===== src/hw/aud_pkg.sv =====
`default_nettype none

package aud_pkg;

    localparam int ADDR_W   = 20;  // sram word address
    localparam int SAMPLE_W = 16;  // signed pcm sample
    localparam int SPEED_W  = 4;   // 0 behaves as 1

    // sequencer states
    localparam logic [1:0] ST_IDLE    = 2'd0;
    localparam logic [1:0] ST_PLAY    = 2'd1;
    localparam logic [1:0] ST_PAUSE   = 2'd2;
    localparam logic [1:0] ST_REVERSE = 2'd3;

    // floor(65536 / n), entry 0 same as entry 1
    localparam logic [16:0] RECIP_Q16 [0:15] = '{
        17'd65536,
        17'd65536,
        17'd32768,
        17'd21845,
        17'd16384,
        17'd13107,
        17'd10922,
        17'd9362,
        17'd8192,
        17'd7281,
        17'd6553,
        17'd5957,
        17'd5461,
        17'd5041,
        17'd4681,
        17'd4369
    };

endpackage

`default_nettype wire


===== src/hw/aud_dac_serializer.sv =====
`default_nettype none

module aud_dac_serializer (
    input  wire                         i_clk,
    input  wire                         i_rst_n,
    input  wire                         i_daclrck,
    input  wire                         i_bclk,
    input  wire                         i_busy,
    input  wire [aud_pkg::SAMPLE_W-1:0] i_word,
    input  wire                         i_word_valid,
    output logic                        o_dacdat
);

    import aud_pkg::*;

    logic [2:0]          lrck_sync;
    logic [2:0]          bclk_sync;
    logic                frame_start;  // lrck fell, left half begins
    logic                bclk_fall;
    logic                left_half;
    logic [SAMPLE_W-1:0] word_r;
    logic [SAMPLE_W-1:0] shift_r;

    assign frame_start = lrck_sync[2] & ~lrck_sync[1];
    assign bclk_fall   = bclk_sync[2] & ~bclk_sync[1];
    assign left_half   = ~lrck_sync[1];

    assign o_dacdat = shift_r[SAMPLE_W-1];

    always_ff @(posedge i_clk or negedge i_rst_n) begin
        if (!i_rst_n) begin
            lrck_sync <= '0;
            bclk_sync <= '0;
            word_r    <= '0;
            shift_r   <= '0;
        end else begin
            lrck_sync <= {lrck_sync[1:0], i_daclrck};
            bclk_sync <= {bclk_sync[1:0], i_bclk};

            if (i_word_valid)
                word_r <= i_word;
            else if (frame_start && !i_busy)
                word_r <= '0;  // paused or idle, silence next frame

            // msb sits on the line for the whole first bit period
            if (frame_start)
                shift_r <= word_r;
            else if (bclk_fall && left_half)
                shift_r <= {shift_r[SAMPLE_W-2:0], 1'b0};
        end
    end

endmodule

`default_nettype wire


===== src/hw/aud_interp.sv =====
`default_nettype none

module aud_interp (
    input  wire                         i_clk,
    input  wire                         i_rst_n,
    input  wire                         i_tick,
    input  wire                         i_advance,
    input  wire                         i_slow,
    input  wire                         i_load,
    input  wire                         i_interp,
    input  wire [aud_pkg::SPEED_W-1:0]  i_phase,
    input  wire [aud_pkg::SPEED_W-1:0]  i_speed,
    input  wire [aud_pkg::SAMPLE_W-1:0] i_sram_data,
    output logic [aud_pkg::SAMPLE_W-1:0] o_word,
    output logic                        o_word_valid
);

    import aud_pkg::*;

    localparam int DK_W  = SAMPLE_W + SPEED_W + 2;  // diff times phase
    localparam int SCL_W = DK_W + 18;                // times reciprocal

    logic [SAMPLE_W-1:0]      a_r;          // sample being played
    logic [16:0]              recip;
    logic signed [SAMPLE_W:0] diff;         // B - A
    logic signed [DK_W-1:0]   diff_k;
    logic signed [SCL_W-1:0]  scaled;
    logic [SAMPLE_W-1:0]      interp_word;
    logic [SAMPLE_W-1:0]      word_n;

    assign recip = RECIP_Q16[i_speed];

    // B is the word at the current sram address
    assign diff   = $signed({i_sram_data[SAMPLE_W-1], i_sram_data})
                  - $signed({a_r[SAMPLE_W-1], a_r});
    assign diff_k = diff * $signed({1'b0, i_phase});
    assign scaled = diff_k * $signed({1'b0, recip});

    // result lies between A and B so 16-bit wrap is harmless
    assign interp_word = a_r + scaled[SAMPLE_W+15:16];

    assign word_n = (i_slow && i_interp) ? interp_word : a_r;

    always_ff @(posedge i_clk) begin
        if (i_load)
            a_r <= i_sram_data;  // first sample after start
        else if (i_tick && i_advance)
            a_r <= i_sram_data;
    end

    always_ff @(posedge i_clk) begin
        if (i_tick)
            o_word <= word_n;
    end

    always_ff @(posedge i_clk or negedge i_rst_n) begin
        if (!i_rst_n)
            o_word_valid <= 1'b0;
        else
            o_word_valid <= i_tick;
    end

endmodule

`default_nettype wire


===== src/hw/aud_player.sv =====
`default_nettype none

module aud_player (
    input  wire                         i_clk,
    input  wire                         i_rst_n,
    input  wire                         i_start,
    input  wire                         i_pause,
    input  wire                         i_stop,
    input  wire                         i_reverse,
    input  wire                         i_fast,
    input  wire [aud_pkg::SPEED_W-1:0]  i_speed,
    input  wire                         i_interp,
    input  wire [aud_pkg::ADDR_W-1:0]   i_end_addr,
    input  wire                         i_daclrck,
    input  wire                         i_bclk,
    input  wire [aud_pkg::SAMPLE_W-1:0] i_sram_data,
    output logic [aud_pkg::ADDR_W-1:0]  o_sram_addr,
    output logic                        o_dacdat,
    output logic                        o_busy
);

    import aud_pkg::*;

    logic               seq_tick;
    logic               seq_advance;
    logic               seq_slow;
    logic               seq_load;
    logic [SPEED_W-1:0] seq_phase;
    logic [SAMPLE_W-1:0] word;
    logic               word_valid;

    aud_sequencer u_seq (
        .i_clk       (i_clk),
        .i_rst_n     (i_rst_n),
        .i_start     (i_start),
        .i_pause     (i_pause),
        .i_stop      (i_stop),
        .i_reverse   (i_reverse),
        .i_fast      (i_fast),
        .i_speed     (i_speed),
        .i_end_addr  (i_end_addr),
        .i_daclrck   (i_daclrck),
        .o_sram_addr (o_sram_addr),
        .o_tick      (seq_tick),
        .o_advance   (seq_advance),
        .o_slow      (seq_slow),
        .o_busy      (o_busy),
        .o_phase     (seq_phase),
        .o_load      (seq_load)
    );

    aud_interp u_interp (
        .i_clk        (i_clk),
        .i_rst_n      (i_rst_n),
        .i_tick       (seq_tick),
        .i_advance    (seq_advance),
        .i_slow       (seq_slow),
        .i_load       (seq_load),
        .i_interp     (i_interp),
        .i_phase      (seq_phase),
        .i_speed      (i_speed),
        .i_sram_data  (i_sram_data),
        .o_word       (word),
        .o_word_valid (word_valid)
    );

    aud_dac_serializer u_ser (
        .i_clk        (i_clk),
        .i_rst_n      (i_rst_n),
        .i_daclrck    (i_daclrck),
        .i_bclk       (i_bclk),
        .i_busy       (o_busy),
        .i_word       (word),
        .i_word_valid (word_valid),
        .o_dacdat     (o_dacdat)
    );

endmodule

`default_nettype wire


===== src/hw/aud_sequencer.sv =====
`default_nettype none

module aud_sequencer (
    input  wire                        i_clk,
    input  wire                        i_rst_n,
    input  wire                        i_start,
    input  wire                        i_pause,
    input  wire                        i_stop,
    input  wire                        i_reverse,
    input  wire                        i_fast,
    input  wire [aud_pkg::SPEED_W-1:0] i_speed,
    input  wire [aud_pkg::ADDR_W-1:0]  i_end_addr,
    input  wire                        i_daclrck,
    output logic [aud_pkg::ADDR_W-1:0] o_sram_addr,
    output logic                       o_tick,
    output logic                       o_advance,
    output logic                       o_slow,
    output logic                       o_busy,
    output logic [aud_pkg::SPEED_W-1:0] o_phase,
    output logic                       o_load
);

    import aud_pkg::*;

    logic [2:0]         lrck_sync;
    logic               lrck_fall;
    logic               tick_r;
    logic               load_r;
    logic [1:0]         state_r, state_n;
    logic [ADDR_W-1:0]  addr_r, addr_n;
    logic [SPEED_W-1:0] phase_r, phase_n;
    logic [SPEED_W-1:0] speed_n;
    logic [ADDR_W-1:0]  step;
    logic [ADDR_W:0]    fwd_sum;
    logic               fwd_over;
    logic               rev_under;
    logic               last_phase;
    logic               play_st;

    // lrck falling edge, two sync flops plus one for the edge
    assign lrck_fall = lrck_sync[2] & ~lrck_sync[1];

    assign speed_n    = (i_speed == '0) ? SPEED_W'(1) : i_speed;
    assign play_st    = (state_r == ST_PLAY) || (state_r == ST_REVERSE);
    assign o_slow     = (state_r == ST_PLAY) && !i_fast;
    assign last_phase = phase_r >= (speed_n - 1'b1);
    assign step       = o_slow ? ADDR_W'(1) : ADDR_W'(speed_n);

    assign fwd_sum   = {1'b0, addr_r} + {1'b0, step};
    assign fwd_over  = fwd_sum > {1'b0, i_end_addr};
    assign rev_under = addr_r < ADDR_W'(speed_n);

    // no tick in the load cycle, A is being captured then
    assign o_tick      = tick_r & play_st & ~load_r;
    assign o_advance   = o_tick & (~o_slow | last_phase);
    assign o_phase     = phase_r;
    assign o_busy      = play_st;
    assign o_load      = load_r;
    assign o_sram_addr = addr_r;

    always_comb begin
        state_n = state_r;
        addr_n  = addr_r;
        phase_n = phase_r;

        case (state_r)
            ST_IDLE: begin
                addr_n  = '0;
                phase_n = '0;
                if (i_start) begin
                    state_n = i_reverse ? ST_REVERSE : ST_PLAY;
                    addr_n  = i_reverse ? i_end_addr : '0;
                end
            end
            ST_PAUSE: begin
                if (i_stop) begin
                    state_n = ST_IDLE;
                    addr_n  = '0;
                end else if (!i_pause) begin
                    state_n = i_reverse ? ST_REVERSE : ST_PLAY;
                end
            end
            default: begin  // play or reverse
                if (i_stop) begin
                    state_n = ST_IDLE;
                    addr_n  = '0;
                end else if (i_pause) begin
                    state_n = ST_PAUSE;
                end else begin
                    state_n = i_reverse ? ST_REVERSE : ST_PLAY;
                    if (load_r) begin
                        // point at the sample after A
                        if (state_r == ST_PLAY)
                            addr_n = fwd_sum[ADDR_W-1:0];
                        else if (!rev_under)
                            addr_n = addr_r - ADDR_W'(speed_n);
                    end else if (o_tick) begin
                        if (o_slow && !last_phase) begin
                            phase_n = phase_r + 1'b1;
                        end else if (state_r == ST_PLAY) begin
                            phase_n = '0;
                            if (fwd_over) begin
                                state_n = ST_IDLE;
                                addr_n  = '0;
                            end else begin
                                addr_n = fwd_sum[ADDR_W-1:0];
                            end
                        end else begin
                            phase_n = '0;
                            if (rev_under) begin  // would go below 0
                                state_n = ST_IDLE;
                                addr_n  = '0;
                            end else begin
                                addr_n = addr_r - ADDR_W'(speed_n);
                            end
                        end
                    end
                end
            end
        endcase
    end

    always_ff @(posedge i_clk or negedge i_rst_n) begin
        if (!i_rst_n) begin
            lrck_sync <= '0;
            tick_r    <= 1'b0;
            load_r    <= 1'b0;
            state_r   <= ST_IDLE;
            addr_r    <= '0;
            phase_r   <= '0;
        end else begin
            lrck_sync <= {lrck_sync[1:0], i_daclrck};
            tick_r    <= lrck_fall;
            load_r    <= (state_r == ST_IDLE) && i_start;
            state_r   <= state_n;
            addr_r    <= addr_n;
            phase_r   <= phase_n;
        end
    end

endmodule

`default_nettype wire


===== config.mk =====
export PLATFORM = sky130hd
export DESIGN_NAME = aud_player
export DESIGN_NICKNAME = d
export VERILOG_FILES = /design/src/hw/aud_pkg.sv /design/src/hw/aud_dac_serializer.sv /design/src/hw/aud_interp.sv /design/src/hw/aud_player.sv /design/src/hw/aud_sequencer.sv
export SDC_FILE = /design/constraint.sdc
export NUM_CORES = 1
export LEC_CHECK = 0
export ABC_AREA = 1
export BUFFER_PORTS_ARGS = -buffer_cell sky130_fd_sc_hd__buf_2
export CAP_MARGIN = 20
export CORE_MARGIN = 4
export CORE_UTILIZATION = 47
export CTS_CLUSTER_SIZE = 40
export DETAILED_ROUTE_END_ITERATION = 6
export GPL_ROUTABILITY_DRIVEN = 0
export PLACE_DENSITY = 0.66
export SKIP_LAST_GASP = 1
export SYNTH_ARGS = -nofsm -noshare
export SYNTH_HDL_FRONTEND = slang
export SYNTH_SLANG_ARGS = --single-unit
export TNS_END_PERCENT = 10

===== constraint.sdc =====
create_clock -name i_clk -period 9.85 [get_ports i_clk]
set_input_delay 0.4925 -clock i_clk [delete_from_list [all_inputs] [get_ports i_clk]]
set_output_delay 0.4925 -clock i_clk [all_outputs]
set_load 0.1 [all_outputs]

* Word level (Yosys, flattened, before mapping)
Memories as Yosys holds them, arrays and structs flattened.
Cells that the tools add are included.
** Storage, ports and cells
- Register bits after elaboration :: 102
- Logic and storage cells :: 117
- Memories kept :: 1
- ROM bits :: 272
- Input port bits :: 50
- Output and inout bits :: 22
** Cells by class
- Eq/ne operators :: 12
- Bitwise logic cells :: 14
- Mux-type cells :: 44
- Reductions and logical operators :: 21
- Order comparisons :: 4
- Multiply operators :: 2
- Add/subtract/negate cells :: 6
** Memories
- (name not given) :: words 16, bits a word 17, rd ports 1, clocked after Yosys merged registers in 0, write ports 0, line aud_interp.sv:31 : assign recip = RECIP_Q16[i_speed];
** Operator list (count)
- $mux W20 :: 13
- $mux W16 :: 7
- $pmux W20 S2 :: 1
- $mux W17 :: 2
- $mul A22 B18 Y32 :: 1
- $mux W4 :: 7
- $mux W2 :: 12
- $mul A17 B5 Y22 :: 1
- $add A20 B20 Y21 :: 1
- $gt A21 B20 Y1 :: 1
- $lt A20 B4 Y1 :: 1
- $sub A20 B4 Y20 :: 1
- $sub A16 B16 Y17 :: 1
- $add A16 B16 Y16 :: 1
- $reduce_and A5 Y1 :: 2
- $pmux W4 S2 :: 1
- $reduce_bool A2 Y1 :: 4
- $logic_and A1 B1 Y1 :: 7
- $and A1 B1 Y1 :: 6
- $ne A2 B2 Y1 const B :: 3
- $not A1 Y1 :: 6
- $ge A5 B5 Y1 const B :: 1
- $ne A5 B5 Y1 const B :: 1
- $not A4 Y5 :: 1
- other kinds (17) :: 21

* Longest topological paths before layout
Gate-level depths: netlist (run 1).
- Depth after elaboration :: 13
- Depth in mapped cells :: 66
- Depth with buffers taken out :: 66

* Hierarchy
Synthesis (run 1) repeated with hierarchy kept, for this count alone.
** Unflattened totals
- Cell total of the unflattened synthesis :: 2904
- Area total of the unflattened synthesis :: 22054.9 um^2
** By module, submodules not included
- aud_interp :: cells an instance 2126, times used 1, area an instance 16716.0 um^2
- aud_sequencer :: cells an instance 577, times used 1, area an instance 3641.0 um^2
- aud_dac_serializer :: cells an instance 201, times used 1, area an instance 1697.9 um^2

* Least setup slack after synthesis (run 1)
OpenSTA, ideal clock, no wires.
- Kind :: input-to-reg
- Start point :: input i_sram_data[2] (netlist name)
- End point :: register u_interp.o_word[15] (netlist name), data pin
- Arrival time :: 10.808 ns
- Buffers on the path :: 1
- Cell stages on the path :: 61
- Setup time :: 0.253 ns
- Data required time :: 9.597 ns
- Path slack :: -1.211 ns
- Path through :: ha_1 > a21oi_1 > and2_1 > inv_1 > a21o_1 > nand2_1 > nand2_1 > a21oi_1 > xor2_1 > nor2_1 > ha_1 > fa_1 > inv_1 > fa_1 > inv_1 > ha_1 > nand2_1 > nor2_2 > [... 25 more ...] > nand3_1 > a21boi_1 > nor2_1 > nor2_1 > nor2_1 > nor2_1 > xnor2_1 > ha_1 > nand2_1 > or2_2 > o2111ai_1 > nand3_1 > nand2_1 > inv_1 > nand2_1 > nand3_1 > nand2_1 > nand2_1
** Between the ends
- Cells in the longest elaborated chain, start to end :: 5
** Ends and longest elaborated chain
- start: declaration :: line aud_player.sv:16 : input wire [aud_pkg::SAMPLE_W-1:0] i_sram_data,
- $sub A16 B16 Y17 :: line aud_interp.sv:35 : - $signed({a_r[SAMPLE_W-1], a_r});
- $mul A17 B5 Y22 :: line aud_interp.sv:36 : assign diff_k = diff * $signed({1'b0, i_phase});
- $mul A22 B18 Y32 :: line aud_interp.sv:37 : assign scaled = diff_k * $signed({1'b0, recip});
- $add A16 B16 Y16 :: line aud_interp.sv:40 : assign interp_word = a_r + scaled[SAMPLE_W+15:16];
- $mux W16 :: line aud_interp.sv:42 : assign word_n = (i_slow && i_interp) ? interp_word : a_r;
- named net u_interp.word_n[15] :: line aud_interp.sv:29 : logic [SAMPLE_W-1:0] word_n;
- end signal: assignment :: line aud_interp.sv:53 : o_word <= word_n;
- end: declaration :: line aud_interp.sv:14 : output logic [aud_pkg::SAMPLE_W-1:0] o_word,
The timed path passes the listed nets, and every way through them passes these cells.
A chain may end at the register's enable or synchronous reset.

* Worst setup path after layout (run 1)
- Start point :: register u_interp.a_r[0]
- End point :: register u_interp.o_word[15] (netlist name), data pin
** Between the ends
- Cells in the longest elaborated chain, start to end :: 5
** Ends and longest elaborated chain
- start: declaration :: line aud_interp.sv:23 : logic [SAMPLE_W-1:0] a_r;
- start signal: assignment :: line aud_interp.sv:46 : a_r <= i_sram_data;
- start signal: assignment :: line aud_interp.sv:48 : a_r <= i_sram_data;
- $sub A16 B16 Y17 :: line aud_interp.sv:35
- $mul A17 B5 Y22 :: line aud_interp.sv:36
- $mul A22 B18 Y32 :: line aud_interp.sv:37
- $add A16 B16 Y16 (*) :: line aud_interp.sv:40
- $mux W16 (*) :: line aud_interp.sv:42
- named net u_interp.word_n[15] :: line aud_interp.sv:29
The timed path passes the listed nets; every way through them passes the cells marked *.

==> results.md, run 1 <==
- Synth Register Bits: 99
- Post-layout min period: 11.07 ns
- Tightest Hold Check Type: primary input to flip-flop
- Avg Inst Size Synth: 7.63 um2
- Total global routing overflow: 0
- DRT Wirelength: 63800 um
- Largest net degree at the start of global routing: about 70
- Outcome: complete, but fails checks
- Crit Path Category: flip-flop to flip-flop
- GR Util All Layers: 25.9%
- Ys flop type: dfrtp_1
- Initial core utilization: 47.5%
- Final setup margin: -1.22 ns
- Number of clock buffers inserted by TritonCTS: 9
- Die area: 49400 um2
- Most frequent CP cell: inv_1
- Share of layout cells above drive strength 1: 20.9%
- Synthesized instance count: 2825
- Max_cap viols: 0
- Clk pwr share: under 10%
- DR iter-0 viols: approximately 1500
- Fillers: 4018
- Cells on Worst Hold Path: 1
- Ys async rst share: between 60 and 70%
- Data required, critical path: 9.96 ns
- Die Width: 222 um
- Post-route ant nets: 0
- Core ar.: 45400 um2
- Largest cells by area after synthesis: fa_1 (32%), inv_1 (13%), ha_1 (11%)
- Clock Latency Late Sink: 0.36 ns
- Clock Pin Slew Worst Setup and Hold Paths: approximately 0.070 ns
- Nets: between 3000 and 4000
- Worst path bufs/invs: 12
- Antenna violations before repair: 2
- Port bufs: ~70
- WP depth: 62
- First-pass GRT wire length: 104000 um
- CTS tree: yes
- Final period util: 112%
- Static leakage: around 14 nW
- DP HPWL: 53300 um
- DR vias/cell: ~5.1
- Setup TNS: -10.64 ns
- Clk root buf: clkbuf_16
- Critical Path Fanout Max: 5
- Most common cell in the netlist: inv_1
- Flop pwr share: 10.3%
- Crit path capture type: flip-flop
- Max Clock Skew: 0.0114 ns
- Max Freq: 90.4 MHz
- Family with the most delay on the worst path: adder cells
- Sw power: 3.61 mW
- Bufs on Longest Clock Path: 2
- P_int: 3.18 mW
- Synth cell count leaders: inv_1 (725), nand2_1 (503), fa_1 (341), nor2_1 (341), ha_1 (193)
- Number of global-route vias before repair: 20300
- Syn_nets: 3409
- Hold-fix buffers, CTS: 0
- Synth area leader: fa_1
- DRC viols: 0
- Setup violations, final: 15
- Worst hold-check slack: between 0.2 and 0.25 ns
- Mapped Area: roughly 22000 um2
- Post-synth cell types: 52
- Unrepaired setup endpoints after global routing: yes
- Max Transition Viols Final: 0
- Htree depth: 3
- Die H: 222 um
- Fin. Hold Viols: 0
- Failing checks: negative setup slack
- Post-synth EDFFs: 32
- Row count: 78
- CP peak stage delay: about 0.56 ns
- Sw frac: 53.2%
- Pwr/cell area: around 260 nW/um2
- I/O pin count: 72
- Area grow syn2layout: 22.7%
- YS warnings: 0
- Wire per inst: between 15 and 20 um
- Least-Margin Pin Slew: 0.894 ns
- Crit path DAT: 11.18 ns
- Total number of vias: 19700
- CP max-delay cell: fa_1
- Post-layout util: 58.3%
- Clock tree sinks: 99
- Reg2reg path depth: 62
- Post-synth top area share: approximately a third
- Register area share after synthesis: around an eighth
- Gate power share: between 80% and 90%
- Startpoint Class: flip-flop
- DR pass1 iterations: 6
- Peak supply drop: 0.301 mV
- Slew headroom: 40.3%
registers in the layout, indices dropped and copies added, names as in the netlist:
name	count
u_seq.o_sram_addr	20
u_interp.a_r	16
u_interp.o_word	16
u_ser.shift_r	16
u_ser.word_r	16
u_seq.o_phase	4
u_ser.bclk_sync	3
u_seq.state_r	2
u_ser.lrck_sync	2
u_interp.o_word_valid	1
u_seq.lrck_sync	1
u_seq.o_load	1
u_seq.tick_r	1
timing repair:
action                                  in CTS  in global routing
setup buffers                               22                 11
endpoints found under the setup margin      15                 16
gates resized for setup                     66                 58
pin swaps                                   43                 54
worst paths after layout:
check / startpoint / end / slack [ns]
max: u_interp.a_r[0]$_DFFE_PP_ / u_interp.o_word[15]$_DFFE_PP_ / -1.22
min: i_daclrck / u_ser.lrck_sync[0]$_DFF_PN0_ / 0.24
max reg2reg: u_interp.a_r[0]$_DFFE_PP_ / u_interp.o_word[15]$_DFFE_PP_ / -1.22
min reg2reg: u_ser.lrck_sync[0]$_DFF_PN0_ / u_ser.lrck_sync[1]$_DFF_PN0_ / 0.37
max in group asynchronous: i_rst_n / u_ser.word_r[14]$_DFFE_PN0P_ / 8.94
min in group asynchronous: i_rst_n / u_seq.o_sram_addr[11]$_DFFE_PN0P_ / 0.33
cell usage in the layout (no fill, tap or decap), types with 54 or more instances in the layout:
cell type / Yosys / layout
nor2_1: 341 / 323
inv_1: 725 / 711
fa_1: 341 / 338
a21oi_1: 123 / 103
buf_2: 4 / 71
nand3_1: 76 / 71
nand2_1: 503 / 484
o21ai_0: 63 / 54
ha_1: 193 / 167
buf_4: 5 / 372
dfrtp_1: 67 / 67
area by class of cell:
class                      count  area [um2]  share of cell area, %
clock inverter                 7        67.6                  0.256
sequential                    99        2640                   9.97
tap                          600         751                   2.84
clock buffer                   9         225                  0.852
antenna                        2        5.00                 0.0189
inverter                     748        2820                   10.7
multi-input combinational   1916       16700                   63.0
timing repair buffer         451        3270                   12.4
per-layer routing:
layer | routed length (um) | global-route usage, % | vias up | part of all wire (%)
met3 | 3990 | 3.44 | 150 | 6.3
li1 | - | - | 9260 | -
met1 | 27100 | 34.9 | 9581 | 42
met4 | 2380 | 8.04 | 2 | 3.7
met2 | 30300 | 43.6 | 722 | 48
met5 | 13 | 0 | - | 0.020
logic make-up (layout without fill, tap and decap cells):
family | count (synthesis) | after routing | synth area share [%]
AOI/OAI and AO/OA | 279 | 279 | 7.68
xor gates and xnor gates | 82 | 82 | 3.33
adders and majority gates | 534 | 534 | 42.9
buffers and inverters | 810 | 1215 | 14.3
DFF | 99 | 99 | 12.2
other | 0 | 2 | 0
and+or+nand+nor | 1021 | 1021 | 19.6
power groups by stage:
| stage | logic, mW | registers (mW) | clock network (mW) |
|---|---|---|---|
| global placement | 5.21 | 0.694 | 0 |
| finish | 5.73 | 0.698 | 0.354 |
| detailed placement | 5.33 | 0.700 | 0 |
| floorplan | 3.16 | 0.912 | 0 |
| global route | 6.37 | 0.712 | 0.380 |
| CTS | 5.56 | 0.693 | 0.363 |
through the flow:
| stage | setup WS (ns) | std cells | area (um2) | power, mW |
|---|---|---|---|---|
| floorplan | -0.686 | 2825 | 21900 | 4.07 |
| global placement | -1.43 | 3780 | 25300 | 5.90 |
| detailed placement | -1.68 | 3780 | 25300 | 6.03 |
| CTS | -1.09 | 3818 | 26100 | 6.62 |
| global route | -1.74 | 3830 | 26400 | 7.46 |
| finish | -1.22 | 3832 | 26400 | 6.78 |
Note: power is estimated with default switching activity, not from simulation.
==> run 2: changes to the inputs <==
Settings changed: BUFFER_PORTS_ARGS -buffer_cell sky130_fd_sc_hd__buf_2 to -buffer_cell sky130_fd_sc_hd__buf_4, CTS_CLUSTER_SIZE 40 to 20.
==> results.md, run 2 (synthesized netlist as in run 1, its figures left out) <==
- Antenna diode count: 0 (was 2)
- Setup violations, final: 15 (unchanged)
- Antenna violations before repair: 0 (was 2)
- Most common cell after layout, fill and taps aside: inv_1 (unchanged)
- Post-layout util: 58.7% (was 58.3%)
- Max Transition Viols Final: 0 (unchanged)
- Reg2Reg Setup Slack: -1.18 ns (was -1.22 ns)
- DR vias/cell: 5.12 (was 5.14)
- Total number of vias: 19600 (was 19700)
- Hold-fix buffers, CTS: 0 (unchanged)
- Worst hold-check slack: 0.244 ns (was 0.243 ns)
- Max_cap viols: 0 (unchanged)
- GR Util All Layers: 25.5% (was 25.9%)
- Number of clock buffers inserted by TritonCTS: 9 (unchanged)
- Die H: 222 um (unchanged)
- Clock Pin Slew Worst Setup and Hold Paths: 0.08 ns (was 0.07 ns)
- Final setup margin: -1.18 ns (was -1.22 ns)
- Unrepaired setup endpoints after global routing: yes (unchanged)
- First-pass GRT wire length: 103000 um (was 104000 um)
- Wire per inst: 16.6 um (was 16.7 um)
- Core ar.: 45400 um2 (unchanged)
- Port bufs: 71 (unchanged)
- CP max-delay cell: fa_1 (unchanged)
- Htree depth: 3 (unchanged)
- Post-layout min period: 11.03 ns (was 11.07 ns)
- Crit Path Category: flip-flop to flip-flop (unchanged)
- DRC viols: 0 (unchanged)
- Clock Latency Late Sink: 0.35 ns (was 0.36 ns)
- Outcome: complete, but fails checks (unchanged)
- DP HPWL: 53500 um (was 53300 um)
- Share of layout cells above drive strength 1: 21.2% (was 20.9%)
- DRT Wirelength: 63500 um (was 63800 um)
- Most frequent CP cell: inv_2 (was inv_1)
- Final period util: 112% (about the same)
- Number of global-route vias before repair: 20000 (was 20300)
- CP peak stage delay: 0.56 ns (about the same)
- Commonest cells after routing, fill and taps aside: inv_1 (698), nand2_1 (479), buf_4 (432), fa_1 (338), nor2_1 (317) (was inv_1 (711), nand2_1 (484), buf_4 (372), fa_1 (338), nor2_1 (323))
- Nets: 3804 (was 3809)
- Clock tree sinks: 99 (unchanged)
- Post-route ant nets: 0 (unchanged)
- Fin. Hold Viols: 0 (unchanged)
- Die Width: 222 um (unchanged)
- Static leakage: 14.1 nW (about the same)
- Max Clock Skew: 0.0109 ns (was 0.0114 ns)
- Crit path capture type: flip-flop (unchanged)
- Critical Path Fanout Max: 4 (was 5)
- Least-Margin Pin Slew: 0.867 ns (was 0.894 ns)
- Crit path DAT: 11.14 ns (was 11.18 ns)
- Clk root buf: clkbuf_16 (unchanged)
- Pwr/cell area: 254 nW/um2 (was 257 nW/um2)
- Area grow syn2layout: 23.7% (was 22.7%)
- CTS tree: yes (unchanged)
- Total global routing overflow: 0 (unchanged)
- Max Freq: 90.7 MHz (was 90.4 MHz)
- DR pass1 iterations: 5 (was 6)
- Failing checks: negative setup slack (unchanged)
- Data required, critical path: 9.96 ns (about the same)
- Peak supply drop: 0.273 mV (was 0.301 mV)
- Bufs on Longest Clock Path: 2 (unchanged)
- Tightest Hold Check Type: primary input to async pin (was primary input to flip-flop)
- DR iter-0 viols: 1434 (was 1454)
- Largest net degree at the start of global routing: 68 (unchanged)
- Setup TNS: -10.37 ns (was -10.64 ns)
- Startpoint Class: flip-flop (unchanged)
- I/O pin count: 72 (unchanged)
- Slew headroom: 42.2% (was 40.3%)
- Reg2reg path depth: 64 (was 62)
- Initial core utilization: 47.5% (unchanged)
- Die area: 49400 um2 (unchanged)
- Post-place setup slack: -1.85 ns (was -1.68 ns)
- Row count: 78 (unchanged)
- Max reg flops: 20 (unchanged)
run 2: cell types whose count changed in the layout (fill, tap and decap cells not counted), sizes merged:
| cell | previous run | this run |
|---|---|---|
| buf | 451 | 446 |
| clkinvlp | 0 | 2 |
| diode | 2 | 0 |
| clkinv | 16 | 14 |
run 2: routing by layer:
metal / vias to the layer above / GRT usage [%] / share of wire, %
met5: - / 0 / 0
met4: 0 / 7.90 / 3.7
met3: 146 / 3.38 / 6.3
met2: 683 / 43.4 / 48
met1: 9512 / 34.1 / 42
li1: 9247 / - / -
run 2: layout make-up:
| class | count | area [um2] |
|---|---|---|
| timing repair buffer | 446 | 3470 |
| clock buffer | 9 | 225 |
| fill | 4034 | 18700 |
| sequential | 99 | 2640 |
| clock inverter | 7 | 81.3 |
| multi-input combinational | 1916 | 16700 |
| tap | 600 | 751 |
| inverter | 748 | 2830 |
run 2: critical path: cells and delay by family (launching register included):
family,cells,cell delay (ns)
AO/OA/AOI/OAI,6,0.83
XOR/XNOR,3,0.58
adder cells (fa/ha/maj),13,5.24
buffers and inverters,14,0.98
flip-flops,1,0.42
AND/OR/NAND/NOR,28,2.70
run 2: final timing paths:
check | from | endpoint
max | u_interp.a_r[2]$_DFFE_PP_ | u_interp.o_word[15]$_DFFE_PP_
min | i_rst_n | u_seq.o_sram_addr[11]$_DFFE_PN0P_
max reg2reg | u_interp.a_r[2]$_DFFE_PP_ | u_interp.o_word[15]$_DFFE_PP_
min reg2reg | u_ser.bclk_sync[0]$_DFF_PN0_ | u_ser.bclk_sync[1]$_DFF_PN0_
max in group asynchronous | i_rst_n | u_ser.shift_r[15]$_DFFE_PN0P_
min in group i_clk | i_daclrck | u_ser.lrck_sync[0]$_DFF_PN0_
run 2: where the power goes:
part	switching, mW	total, mW	leakage (nW)	internal [mW]
clock	0.183	0.368	0.151	0.185
sequential	0.136	0.695	1.13	0.560
combinational	3.28	5.70	12.9	2.42
run 2: timing repair:
item | in CTS | in global routing
endpoints found under the setup margin | 15 | 16
pin swaps | 36 | 96
buffers inserted | 11 | 19
gates resized for setup | 56 | 89
endpoints found under the hold margin | 0 | 0
run 2: through the flow:
step,power [mW],cells,cell area [um2]
floorplan,4.07,2825,21900
global placement,5.91,3778,25500
detailed placement,6.04,3778,25500
CTS,6.57,3805,26100
global route,7.41,3825,26700
finish,6.76,3825,26700
